--- config.mk ---
export PLATFORM = sky130hd
export DESIGN_NAME = mdr_top
export DESIGN_NICKNAME = d
export VERILOG_FILES = /design/src/hdl/pkg_ctrl_mdr.sv /design/src/hdl/pkg_system_mdr.sv /design/src/hdl/division.sv /design/src/hdl/mdr_alu.sv /design/src/hdl/mdr_control.sv /design/src/hdl/mdr_top.sv /design/src/hdl/multiplication.sv
export SDC_FILE = /design/constraint.sdc
export NUM_CORES = 1
export LEC_CHECK = 0
export BUFFER_PORTS_ARGS = -buffer_cell sky130_fd_sc_hd__buf_2
export CAP_MARGIN = 20
export CELL_PAD_IN_SITES_DETAIL_PLACEMENT = 0
export CELL_PAD_IN_SITES_GLOBAL_PLACEMENT = 1
export CORE_MARGIN = 3
export CORE_UTILIZATION = 43
export CTS_BUF_LIST = sky130_fd_sc_hd__clkbuf_8
export CTS_CLUSTER_SIZE = 20
export DETAILED_ROUTE_END_ITERATION = 10
export GPL_TIMING_DRIVEN = 1
export PLACE_DENSITY = 0.77
export SLEW_MARGIN = 10
export SYNTH_ARGS = -nofsm -noshare
export SYNTH_HDL_FRONTEND = slang
export SYNTH_SLANG_ARGS = --single-unit
--- constraint.sdc ---
create_clock -name clk -period 3.5 [get_ports clk]
set_input_delay 0.35 -clock clk [delete_from_list [all_inputs] [get_ports clk]]
set_output_delay 0.35 -clock clk [all_outputs]
set_load 0.05 [all_outputs]
--- src/hdl/pkg_ctrl_mdr.sv ---
`default_nettype none

package pkg_ctrl_mdr;

	localparam int CNT_W = 4;	// enough for DW steps.

	typedef enum logic {
		OP_MUL = 1'b0,
		OP_DIV = 1'b1
	} op_t;

	// ****************************************
	// sequencer
	// ****************************************
	typedef enum logic [1:0] {
		IDLE = 2'd0,
		RUN  = 2'd1,
		DONE = 2'd2,
		HOLD = 2'd3
	} state_t;

	typedef logic [CNT_W-1:0] counter_t;

	// control word shared by both datapaths and the alu.
	typedef struct packed {
		logic load;	// capture operands.
		logic step;	// one iteration.
		logic done;	// latch final result.
		op_t  op;	// op latched at load.
	} mdr_ctrl_t;

endpackage

`default_nettype wire

--- src/hdl/pkg_system_mdr.sv ---
`default_nettype none

package pkg_system_mdr;

	// ****************************************
	// widths
	// ****************************************
	localparam int DW  = 8;		// operand width.
	localparam int DW2 = DW + 1;	// alu word, keeps borrow/carry.

	typedef logic [DW-1:0]  data_in_t;
	typedef logic [DW2-1:0] data_t;

	// one alu request per datapath.
	typedef struct packed {
		data_t a;
		data_t b;
	} alu_req_t;

	// msb of res is borrow on sub, carry on add.
	typedef struct packed {
		data_t res;
	} alu_res_t;

	typedef struct packed {
		data_in_t remainder;
		data_in_t quotient;
	} div_res_t;

	// ****************************************
	// result word, decoded by op
	// ****************************************
	typedef union packed {
		logic [2*DW-1:0] product;
		div_res_t        divres;
	} mdr_result_u;

endpackage

`default_nettype wire

--- src/hdl/division.sv ---
`timescale 1ns/100ps
`default_nettype none

module division
	import pkg_system_mdr::*;
	import pkg_ctrl_mdr::*;
(
	input  wire logic      clk,
	input  wire logic      i_rst_n,
	input  wire mdr_ctrl_t i_ctrl,
	input  wire data_in_t  i_dividend,
	input  wire data_in_t  i_divisor,
	input  wire alu_res_t  i_alu,

	output alu_req_t       o_alu_req,
	output div_res_t       o_result
);

	data_in_t rem_q;	// partial remainder.
	data_in_t dvd_q;	// dividend bits still to bring in.
	data_in_t divisor_q;
	data_in_t quo_q;
	data_t    rem_shift;
	logic     borrow;
	logic     active;

	assign active = (i_ctrl.op == OP_DIV);

	// ****************************************
	// trial subtraction
	// ****************************************
	assign rem_shift = {rem_q, dvd_q[DW-1]};	// next dividend bit in.

	always_comb begin
		o_alu_req.a = rem_shift;
		o_alu_req.b = {1'b0, divisor_q};
	end

	assign borrow = i_alu.res[DW2-1];

	// ****************************************
	// working registers
	// ****************************************
	always_ff @(posedge clk) begin
		if (i_ctrl.load) begin
			rem_q     <= '0;
			dvd_q     <= i_dividend;
			divisor_q <= i_divisor;
			quo_q     <= '0;
		end else if (i_ctrl.step && active) begin
			if (!borrow)
				rem_q <= i_alu.res[DW-1:0];	// keep difference.
			else
				rem_q <= rem_shift[DW-1:0];	// restore.
			dvd_q <= {dvd_q[DW-2:0], 1'b0};
			quo_q <= {quo_q[DW-2:0], ~borrow};
		end
	end

	// final registers, stable until the next division ends.
	always_ff @(posedge clk) begin
		if (!i_rst_n) begin
			o_result <= '0;
		end else if (i_ctrl.done && active) begin
			o_result.remainder <= rem_q;
			o_result.quotient  <= quo_q;
		end
	end

endmodule

`default_nettype wire

--- src/hdl/mdr_alu.sv ---
`timescale 1ns/100ps
`default_nettype none

module mdr_alu
	import pkg_system_mdr::*;
	import pkg_ctrl_mdr::*;
(
	input  wire op_t      i_op,
	input  wire alu_req_t i_div_req,
	input  wire alu_req_t i_mul_req,

	output alu_res_t      o_res
);

	alu_req_t sel;

	// only the datapath of the running op is served.
	assign sel = (i_op == OP_DIV) ? i_div_req : i_mul_req;

	always_comb begin
		if (i_op == OP_DIV)
			o_res.res = sel.a - sel.b;	// msb set means borrow.
		else
			o_res.res = sel.a + sel.b;	// msb is carry out.
	end

endmodule

`default_nettype wire

--- src/hdl/mdr_control.sv ---
`timescale 1ns/100ps
`default_nettype none

module mdr_control
	import pkg_system_mdr::*;
	import pkg_ctrl_mdr::*;
(
	input  wire logic clk,
	input  wire logic i_rst_n,
	input  wire logic i_req,
	input  wire op_t  i_op,

	output logic      o_ack,
	output mdr_ctrl_t o_ctrl
);

	state_t   state_q;
	state_t   state_d;
	counter_t cnt_q;
	op_t      op_q;
	logic     last_step;

	assign last_step = (cnt_q == counter_t'(DW - 1));

	// ****************************************
	// next state
	// ****************************************
	always_comb begin
		state_d = state_q;
		case (state_q)
			IDLE: begin
				if (i_req)
					state_d = RUN;
			end
			RUN: begin
				if (last_step)
					state_d = DONE;
			end
			DONE: state_d = HOLD;
			HOLD: begin
				// wait for the master to drop req.
				if (!i_req)
					state_d = IDLE;
			end
			default: state_d = IDLE;
		endcase
	end

	always_ff @(posedge clk) begin
		if (!i_rst_n) begin
			state_q <= IDLE;
			cnt_q   <= '0;
			op_q    <= OP_MUL;
		end else begin
			state_q <= state_d;
			if (state_q == IDLE) begin
				cnt_q <= '0;
				if (i_req)
					op_q <= i_op;	// op fixed for the whole run.
			end else if (state_q == RUN) begin
				cnt_q <= cnt_q + counter_t'(1);
			end
		end
	end

	// ****************************************
	// outputs
	// ****************************************
	always_comb begin
		o_ctrl.load = (state_q == IDLE) && i_req;	// load on the req sample.
		o_ctrl.step = (state_q == RUN);
		o_ctrl.done = (state_q == DONE);
		o_ctrl.op   = op_q;
	end

	assign o_ack = (state_q == HOLD);

endmodule

`default_nettype wire

--- src/hdl/mdr_top.sv ---
`timescale 1ns/100ps
`default_nettype none

module mdr_top
	import pkg_system_mdr::*;
	import pkg_ctrl_mdr::*;
(
	input  wire logic     clk,
	input  wire logic     i_rst_n,
	input  wire logic     i_req,
	input  wire op_t      i_op,
	input  wire data_in_t i_a,
	input  wire data_in_t i_b,

	output logic          o_ack,
	output mdr_result_u   o_result
);

	mdr_ctrl_t       ctrl;
	alu_req_t        div_req;
	alu_req_t        mul_req;
	alu_res_t        alu_res;
	div_res_t        div_res;
	logic [2*DW-1:0] mul_product;
	mdr_result_u     div_view;
	mdr_result_u     mul_view;

	mdr_control u_control (
		.clk     (clk),
		.i_rst_n (i_rst_n),
		.i_req   (i_req),
		.i_op    (i_op),
		.o_ack   (o_ack),
		.o_ctrl  (ctrl)
	);

	mdr_alu u_alu (
		.i_op      (ctrl.op),
		.i_div_req (div_req),
		.i_mul_req (mul_req),
		.o_res     (alu_res)
	);

	division u_division (
		.clk        (clk),
		.i_rst_n    (i_rst_n),
		.i_ctrl     (ctrl),
		.i_dividend (i_a),
		.i_divisor  (i_b),
		.i_alu      (alu_res),
		.o_alu_req  (div_req),
		.o_result   (div_res)
	);

	multiplication u_multiplication (
		.clk            (clk),
		.i_rst_n        (i_rst_n),
		.i_ctrl         (ctrl),
		.i_multiplicand (i_a),
		.i_multiplier   (i_b),
		.i_alu          (alu_res),
		.o_alu_req      (mul_req),
		.o_product      (mul_product)
	);

	// ****************************************
	// result word
	// ****************************************
	assign div_view.divres  = div_res;
	assign mul_view.product = mul_product;
	assign o_result = (ctrl.op == OP_DIV) ? div_view : mul_view;	// latched op.

endmodule

`default_nettype wire

--- src/hdl/multiplication.sv ---
`timescale 1ns/100ps
`default_nettype none

module multiplication
	import pkg_system_mdr::*;
	import pkg_ctrl_mdr::*;
(
	input  wire logic      clk,
	input  wire logic      i_rst_n,
	input  wire mdr_ctrl_t i_ctrl,
	input  wire data_in_t  i_multiplicand,
	input  wire data_in_t  i_multiplier,
	input  wire alu_res_t  i_alu,

	output alu_req_t        o_alu_req,
	output logic [2*DW-1:0] o_product
);

	data_in_t        mcand_q;
	logic [2*DW-1:0] prod_q;	// upper half product, lower half multiplier.
	data_in_t        prod_hi;
	logic            active;

	assign active  = (i_ctrl.op == OP_MUL);
	assign prod_hi = prod_q[2*DW-1:DW];

	always_comb begin
		o_alu_req.a = {1'b0, prod_hi};
		o_alu_req.b = {1'b0, mcand_q};
	end

	// ****************************************
	// shift and add
	// ****************************************
	always_ff @(posedge clk) begin
		if (i_ctrl.load) begin
			mcand_q <= i_multiplicand;
			prod_q  <= {{DW{1'b0}}, i_multiplier};
		end else if (i_ctrl.step && active) begin
			if (prod_q[0])
				prod_q <= {i_alu.res, prod_q[DW-1:1]};	// carry shifts in.
			else
				prod_q <= {1'b0, prod_hi, prod_q[DW-1:1]};
		end
	end

	always_ff @(posedge clk) begin
		if (!i_rst_n)
			o_product <= '0;
		else if (i_ctrl.done && active)
			o_product <= prod_q;
	end

endmodule

`default_nettype wire

Word level (Yosys, flattened, before mapping)
Cells that the tools add are included.

cells by class
  add/sub/neg operators = 3
  equal/unequal tests = 7
  muxes and demuxes = 13
  bitwise operators = 3
  reductions and logical operators = 11

operators with widths
  kind                                                  count
  two-way mux 8 bit                                     5
  two-way mux 16 bit                                    2
  two-way mux 18 bit                                    1
  adder 9 bit                                           1
  two-way mux 9 bit                                     1
  subtractor 9 bit                                      1
  one-hot mux 2 bit (4 select lines)                    1
  two-way mux 2 bit                                     3
  inequality test 2 bit (second input constant)         3
  logical AND 1 bit                                     5
  adder 4 x 1 -> 4 bit (second input constant)          1
  equality test 2 bit (second input constant)           2
  equality test 4 x 3 -> 1 bit (second input constant)  1
  nonzero test 2 bit                                    2
  inverter 1 bit                                        3
  AND reduction 3 bit                                   1
  equality test 2 x 1 -> 1 bit (second input constant)  1
  zero test 2 bit                                       1
  AND reduction 2 bit                                   1
  OR reduction 2 bit                                    1

word-level totals
  register bits after elaboration = 95
  input bits = 20
  output and inout bits = 17
  logic and storage cells = 50

Logic depth before layout (Yosys ltp)
Gate-level depths: netlist of run 1.

  depth after elaboration = 6
  mapped depth = 18
  mapped depth without buffers = 15

Modules after synthesis
Synthesis of run 1 repeated with hierarchy kept, for this count alone.

unflattened totals
  cell total of the unflattened synthesis = 440
  area, all modules = 4877.2 um^2

modules (own cells, without submodules)
  module          times used  cells an instance  area an instance (um^2)  sequential area each (um^2)
  division        1           148                1915.6                   1121.1
  multiplication  1           138                1611.5                   960.9
  mdr_alu         1           96                 708.2                    0.0
  mdr_control     1           40                 392.9                    140.1
  mdr_top         1           18                 249.0                    0.0

Worst setup path before layout of run 1
Ideal clock, no wire load.

  kind = flip-flop to flip-flop
  from = reg u_control.op_q
  to = reg u_division.rem_q[3]
  data arrival time = 3.554 ns
  required time = 3.372 ns
  path slack = -0.182 ns
  stages on the path, launching flop included = 19
  path buffers = 4
  clock period less this slack = 3.682 ns
  cells stage by stage = dfxtp_1 > buf_2 > buf_1 > buf_2 > mux2i_1 > ha_1 > nor3b_2 > nand2_2 > xnor2_1 > nor2_1 > a21oi_1 > ha_1 > nand4_1 > a21oi_2 > a2111oi_4 > xnor2_2 > buf_6 > mux2i_1 > o21ai_1

between the ends
  word-level cells in the longest chain between the ends = 4
  elaborated cells on any way between the ends = 6
  classes of those cells = 2 x add/sub; 3 x mux; 1 x reduce/logical

RTL lines
  item                                             line                          RTL
  from (decl)                                      mdr_control.sv:20             op_t op_q;
  from (signal assigned)                           mdr_control.sv:59             op_q <= i_op;
  two-way mux 18 bit                               mdr_alu.sv:18                 assign sel = (i_op == OP_DIV) ? i_div_req : i_mul_req;
  adder 9 bit or subtractor 9 bit (tied branches)  mdr_alu.sv:24, mdr_alu.sv:22
  two-way mux 9 bit                                mdr_alu.sv:21                 if (i_op == OP_DIV)
  two-way mux 8 bit                                division.sv:51                if (!borrow)
  to (signal assigned)                             division.sv:52                rem_q <= i_alu.res[DW-1:0];
  to (signal assigned)                             division.sv:54                rem_q <= rem_shift[DW-1:0];
  to (decl)                                        division.sv:19                data_in_t rem_q;

Parallel ways exist; a longest one is shown, timed or not.
A chain may end at the register's enable or synchronous reset.

Final worst setup path of run 1
  from = reg u_control.op_q
  to = reg u_division.rem_q[6]

The elaborated chain is that of the path after synthesis.

==> flow_metrics.tcl, run 1 <==
set metrics [dict create \
    vias 3297 \
    fin_crit_sh_pct 93.5 \
    ir_drop_mv 0.444 \
    period_minus_slack_ps 3270 \
    coreArea_mm2 0.00991 \
    required_ps 3750 \
    viasPerCell 5.20 \
    worstHoldPathType "input pin to register" \
    antenna_left 0 \
    critPathKind "register to register" \
    die_x_um 107 \
    crit_arrival_ps 3530 \
    drt_iter0_markers 177 \
    setup_viol 0 \
    hold_slack_ps 178 \
    p_switching_w 0.00163 \
    place_hpwl_mm 6.86 \
    static-leakage-power_nw 1.99 \
    setup-tns-final_ps 0 \
    grt_max_degree 45 \
    power.internal_w 0.00245 \
    clock_sinks 95 \
    clock-root-buffer "clkbuf_8" \
    endpoint_kind "register" \
    row_count 36 \
    htree_num_levels 3 \
    cts_made_buffers 9 \
    instances_no_fill 634 \
    ios 37 \
    wirelength_mm 9.79 \
    swShare_pct 39.9 \
    synth.ff_latch_count 95 \
    power_frac_seq_pct 40.2 \
    routabilityCongestion 0.822 \
    max_freq_ghz 0.306 \
    routedWlPerCell_um 15.4 \
    cts_hold_buf 0 \
    final_area_mm2 0.00501 \
    dp_slack_ps -9.21 \
    synth_nets 498 \
    grt_pass1_vias 3329 \
    drive_gt1_share_pct 19.0 \
    clk_pin_slew_ps 100 \
    layout.nets 531 \
    grt.overflow.total 0 \
    syn_to_final_growth_pct 13.1 \
    firstDrtPassIters 4 \
    final.setup_skew_ps 12.6 \
    async_flop_share_pct 0 \
    antenna_found_initial 0 \
    grt_usage_pct 18.3 \
    drcViolationCount 0 \
    power_density_mw_per_mm2 815 \
    pwr-share-comb_pct 41.5 \
    grt_pass1_wl_mm 16.6 \
    dpl_cell_area_mm2 0.00471 \
    clock_path_buffers 2 \
    slew_headroom_pct 50.5 \
    cp_max_fo 6 \
    tritoncts "built" \
    placed_cells 613 \
    initial_core_util_pct 44.7 \
    cap_violations 0 \
    power.share.clock_pct 18.4 \
    avgSynthCellArea_um2 9.56 \
    hold_viol 0 \
    tightestPinTransition_ps 739 \
    synth_cell_types 47 \
    status "complete, no violations" \
    syn_inst 463 \
    clk_latency_ps 370 \
    diodes 0 \
    ys_warn_count 0 \
    synth_top_flop_cell "dfxtp_1" \
    synth_area_mm2 0.00443 \
    fin_ws_ps 227 \
    startpoint_type "register" \
    synth_edf_count 32 \
    die_h_um 107 \
    synth-seq-area-share_pct 50.2 \
    port_buffers 36 \
    rsz0062_at_grt "false" \
    die-area_mm2 0.0116 \
    maxSlewViolCount 0 \
]
-- logic make-up after synthesis --
| kind of cell | synth area share, % |
|---|---|
| and+or+nand+nor | 16.9 |
| DFF | 50.2 |
| AOI/OAI and AO/OA | 12.8 |
| muxes | 9.72 |
| buffers and inverters | 3.05 |
| adders and majority gates | 4.41 |
| xor gates and xnor gates | 2.94 |
-- metal layers --
| metal | vias to the layer above | wire [µm] | GRT usage (%) |
|---|---|---|---|
| met1 | 1553 | 4590 | 24.5 |
| met5 | - | 0 | 0 |
| li1 | 1661 | - | - |
| met4 | 0 | 138 | 5.86 |
| met3 | 13 | 436 | 4.02 |
| met2 | 70 | 4620 | 29.7 |
-- worst max-delay path: stages, from the launching register on --
cell	delay [ps]
dfxtp_2	390
mux2_2	380
inv_1	60
ha_1	160
nor3b_2	250
nand2_2	120
xnor2_1	130
nor2_1	80
a21oi_1	50
ha_1	360
nand2_1	90
nor2_1	60
a2111oi_4	260
buf_4	210
xnor2_4	140
buf_4	160
mux2i_1	180
o21ai_1	70
-- per-stage QoR --
stage | util, % | total power [W]
after floorplan | - | 0.00285
after global placement | 47.6 | 0.00323
after detailed placement | 47.6 | 0.00326
after CTS | 49.7 | 0.00403
after global routing | 50.5 | 0.00439
final | 50.5 | 0.00408
-- registers in the layout, indices dropped and copies added, names as in the netlist --
name / flops
u_multiplication.prod_q: 16
u_multiplication.mcand_q: 8
u_division.dvd_q: 8
u_control.op_q: 1
u_control.state_q: 2
u_division.quo_q: 8
u_control.cnt_q: 4
u_division.divisor_q: 8
u_division.rem_q: 8
u_multiplication.o_product: 16
u_division.o_result: 16
-- synth_stat cells (all sizes together), types with 2 or more instances --
library cell  count  area share [%]
nand2           134              11
dfxtp            63              28
a21oi            43             5.0
edfxtp           32              22
mux2             24             6.1
nor2             20             1.7
o21ai            18             2.0
clkbuf           17             1.4
mux2i            16             3.6
ha               14             4.0
inv               8            0.68
xnor2             8             1.8
a22o              7             1.4
buf               7            0.85
nand2b            6            0.85
nand3             6            0.68
xor2              6             1.2
nor2b             4            0.57
a211oi            2            0.34
a32oi             2            0.40
and2              2            0.28
and3              2            0.28
nand4             2            0.28
o311ai            2            0.73
o31ai             2            0.34
-- cell usage in the layout, fill, tap and decap left out, types with 4 or more instances in the layout --
cell	netlist	layout
buf_4	0	7
clkbuf_8	0	10
ha_1	14	14
nand2b_1	6	6
inv_1	8	9
a21oi_1	41	41
o21ai_1	6	6
xor2_1	6	6
xnor2_1	7	7
mux2_2	24	24
a22o_1	7	7
buf_2	3	36
nand3_1	6	6
edfxtp_1	32	32
nand2_1	133	133
dfxtp_1	63	62
nor2_1	20	20
nor2b_1	4	4
mux2i_1	16	16
o21ai_0	12	12
-- power by group through the flow --
stage	sequential [W]	clock (W)	combinational (W)
floorplan	0.00157	0	0.00128
global placement	0.00166	0	0.00157
detailed placement	0.00166	0	0.00160
CTS	0.00164	0.000771	0.00162
global route	0.00167	0.000819	0.00190
finish	0.00164	0.000749	0.00169
-- layout make-up --
| cell class | instances | area (µm²) |
|---|---|---|
| Fill cell | 974 | 4900 |
| Inverter | 9 | 33.8 |
| Timing Repair Buffer | 45 | 280 |
| Clock buffer | 10 | 138 |
| Sequential cell | 95 | 2220 |
| Clock inverter | 6 | 67.6 |
| Multi-Input combinational cell | 336 | 2100 |
| Tap cell | 133 | 166 |
-- path summary, 6_finish.rpt --
path,start,slack (ps),endpoint,cells past startpoint
min,i_a[2],180,u_multiplication.mcand_q[2],1
max,u_control.op_q,230,u_division.rem_q[6],17
min reg2reg,u_division.o_result[8],460,u_division.o_result[8],2
max reg2reg,u_control.op_q,230,u_division.rem_q[6],17
-- what timing repair did --
action,4_1_cts,5_1_grt
endpoints found under the setup margin,5,7
gates resized for setup,1,0
cloned,0,1
pin swaps,0,2
setup buffers,0,3
Power figures use the tool's default switching activity.
==> inputs of run 2 (changes only) <==
--- a/config.mk
+++ b/config.mk
@@ -10,12 +10,12 @@
 export CELL_PAD_IN_SITES_DETAIL_PLACEMENT = 0
 export CELL_PAD_IN_SITES_GLOBAL_PLACEMENT = 1
 export CORE_MARGIN = 3
-export CORE_UTILIZATION = 43
+export CORE_UTILIZATION = 48
 export CTS_BUF_LIST = sky130_fd_sc_hd__clkbuf_8
 export CTS_CLUSTER_SIZE = 20
 export DETAILED_ROUTE_END_ITERATION = 10
 export GPL_TIMING_DRIVEN = 1
-export PLACE_DENSITY = 0.77
+export PLACE_DENSITY = 0.82
 export SLEW_MARGIN = 10
 export SYNTH_ARGS = -nofsm -noshare
 export SYNTH_HDL_FRONTEND = slang
==> constraint.sdc (replaced) <==
create_clock -name clk -period 3.38 [get_ports clk]
set_input_delay 0.338 -clock clk [delete_from_list [all_inputs] [get_ports clk]]
set_output_delay 0.338 -clock clk [all_outputs]
set_load 0.05 [all_outputs]
==> flow_metrics.tcl, run 2 (same netlist as run 1, synthesis figures left out) <==
set metrics [dict create \
    status "complete, no violations" \
    fill_cells 827 \
    firstDrtPassIters 4 \
    instances_no_fill 615 \
    clock_path_buffers 2 \
    dp_slack_ps -118 \
    final_common_cell "nand2_1" \
    static-leakage-power_nw 2.01 \
    setup-tns-final_ps 0 \
    die_h_um 102 \
    ios 37 \
    fin_crit_sh_pct 96.1 \
    drive_gt1_share_pct 20.5 \
    hold_slack_ps 164 \
    fin_ws_ps 130 \
    endpoint_kind "register" \
    period_minus_slack_ps 3250 \
    layout_common_cells "133 x nand2_1, 62 x dfxtp_1, 40 x a21oi_1, 36 x buf_2, 32 x edfxtp_1" \
    final.setup_skew_ps 11.7 \
    clock_sinks 95 \
    grt.overflow.total 0 \
    worstHoldPathType "input pin to register" \
    layout.nets 537 \
    initial_core_util_pct 50.0 \
    place_hpwl_mm 6.86 \
    cp_max_fo 7 \
    maxSlewViolCount 0 \
    required_ps 3610 \
    cap_violations 0 \
    diodes 0 \
    antenna_left 0 \
    htree_num_levels 3 \
    vias 3339 \
    reg_top3 "u_division.o_result: 16 flops, u_multiplication.o_product: 16 flops, u_multiplication.prod_q: 16 flops" \
    clk_pin_slew_ps 100 \
    die_x_um 102 \
    die-area_mm2 0.0104 \
    coreArea_mm2 0.00885 \
    ir_drop_mv 0.431 \
    grt_usage_pct 20.0 \
    tritoncts "built" \
    grt_pass1_wl_mm 16.2 \
    routabilityCongestion 0.926 \
    antenna_found_initial 0 \
    crit_arrival_ps 3480 \
    startpoint_type "register" \
    drt_iter0_markers 150 \
    placed_cells 591 \
    port_buffers 36 \
    drcViolationCount 0 \
    power_density_mw_per_mm2 837 \
    slew_headroom_pct 56.4 \
    cts_hold_buf 0 \
    setup_viol 0 \
    tightestPinTransition_ps 655 \
    viasPerCell 5.43 \
    grt_pass1_vias 3254 \
    max_freq_ghz 0.308 \
    row_count 34 \
    wirelength_mm 9.76 \
    syn_to_final_growth_pct 12.8 \
    hold_viol 0 \
    clk_latency_ps 360 \
    grt_max_degree 40 \
    cts_made_buffers 9 \
    routedWlPerCell_um 15.9 \
    clock-root-buffer "clkbuf_8" \
    fin_util_pct 56.4 \
    critPathKind "register to register" \
]
## run 2: repair_timing
item | 4_1_cts | 5_1_grt
pin swaps | 0 | 5
setup buffers | 0 | 7
cloned | 0 | 1
endpoints found under the setup margin | 9 | 10
resized for setup | 1 | 5
## run 2: cell type report
class	count	area, µm²	area share (%)
Clock buffer	9	124	2.48
Clock inverter	7	48.8	0.977
Inverter	9	33.8	0.676
Multi-Input combinational cell	336	2120	42.5
Sequential cell	95	2230	44.6
Tap cell	108	135	2.71
Timing Repair Buffer	51	305	6.11
## run 2: worst paths after layout
kind / startpoint / to / slack, ps / cells past startpoint
worst max register to register: u_multiplication.mcand_q[0] / u_division.rem_q[2] / 130 / 17
worst min-delay path: i_a[7] / u_multiplication.mcand_q[7] / 160 / 1
worst max-delay path: u_multiplication.mcand_q[0] / u_division.rem_q[2] / 130 / 17
worst min register to register: u_division.o_result[12] / u_division.o_result[12] / 460 / 2
## run 2: through the flow
step | instance area, µm² | power (W)
3_3_place_gp | 4710 | 0.00336
6_report | 4990 | 0.00418
5_1_grt | 4990 | 0.00450
2_1_floorplan | 4450 | 0.00296
4_1_cts | 4890 | 0.00409
3_5_place_dp | 4710 | 0.00339
## run 2: routing by layer
metal,wire [µm],up-vias,GRT usage [%]
met4,89,0,4.84
li1,-,1673,-
met2,4700,63,32.4
met3,373,4,4.03
met5,0,-,0
met1,4600,1599,27.6
## run 2: critical path: stages, from the launching register on
cell	delay, ps
edfxtp_1	410
mux2_4	310
inv_1	70
ha_2	180
nor3b_4	220
nand2_2	120
xnor2_2	140
nor2_1	90
a21oi_1	50
ha_1	370
nand2_1	80
nor2_1	60
a2111oi_4	270
buf_4	210
xnor2_4	130
buf_12	140
mux2i_1	200
o21ai_1	70
## run 2: report_power, final
part           internal (W)  switching (W)
Clock              0.000270       0.000406
Sequential          0.00150       0.000206
Combinational      0.000709        0.00109
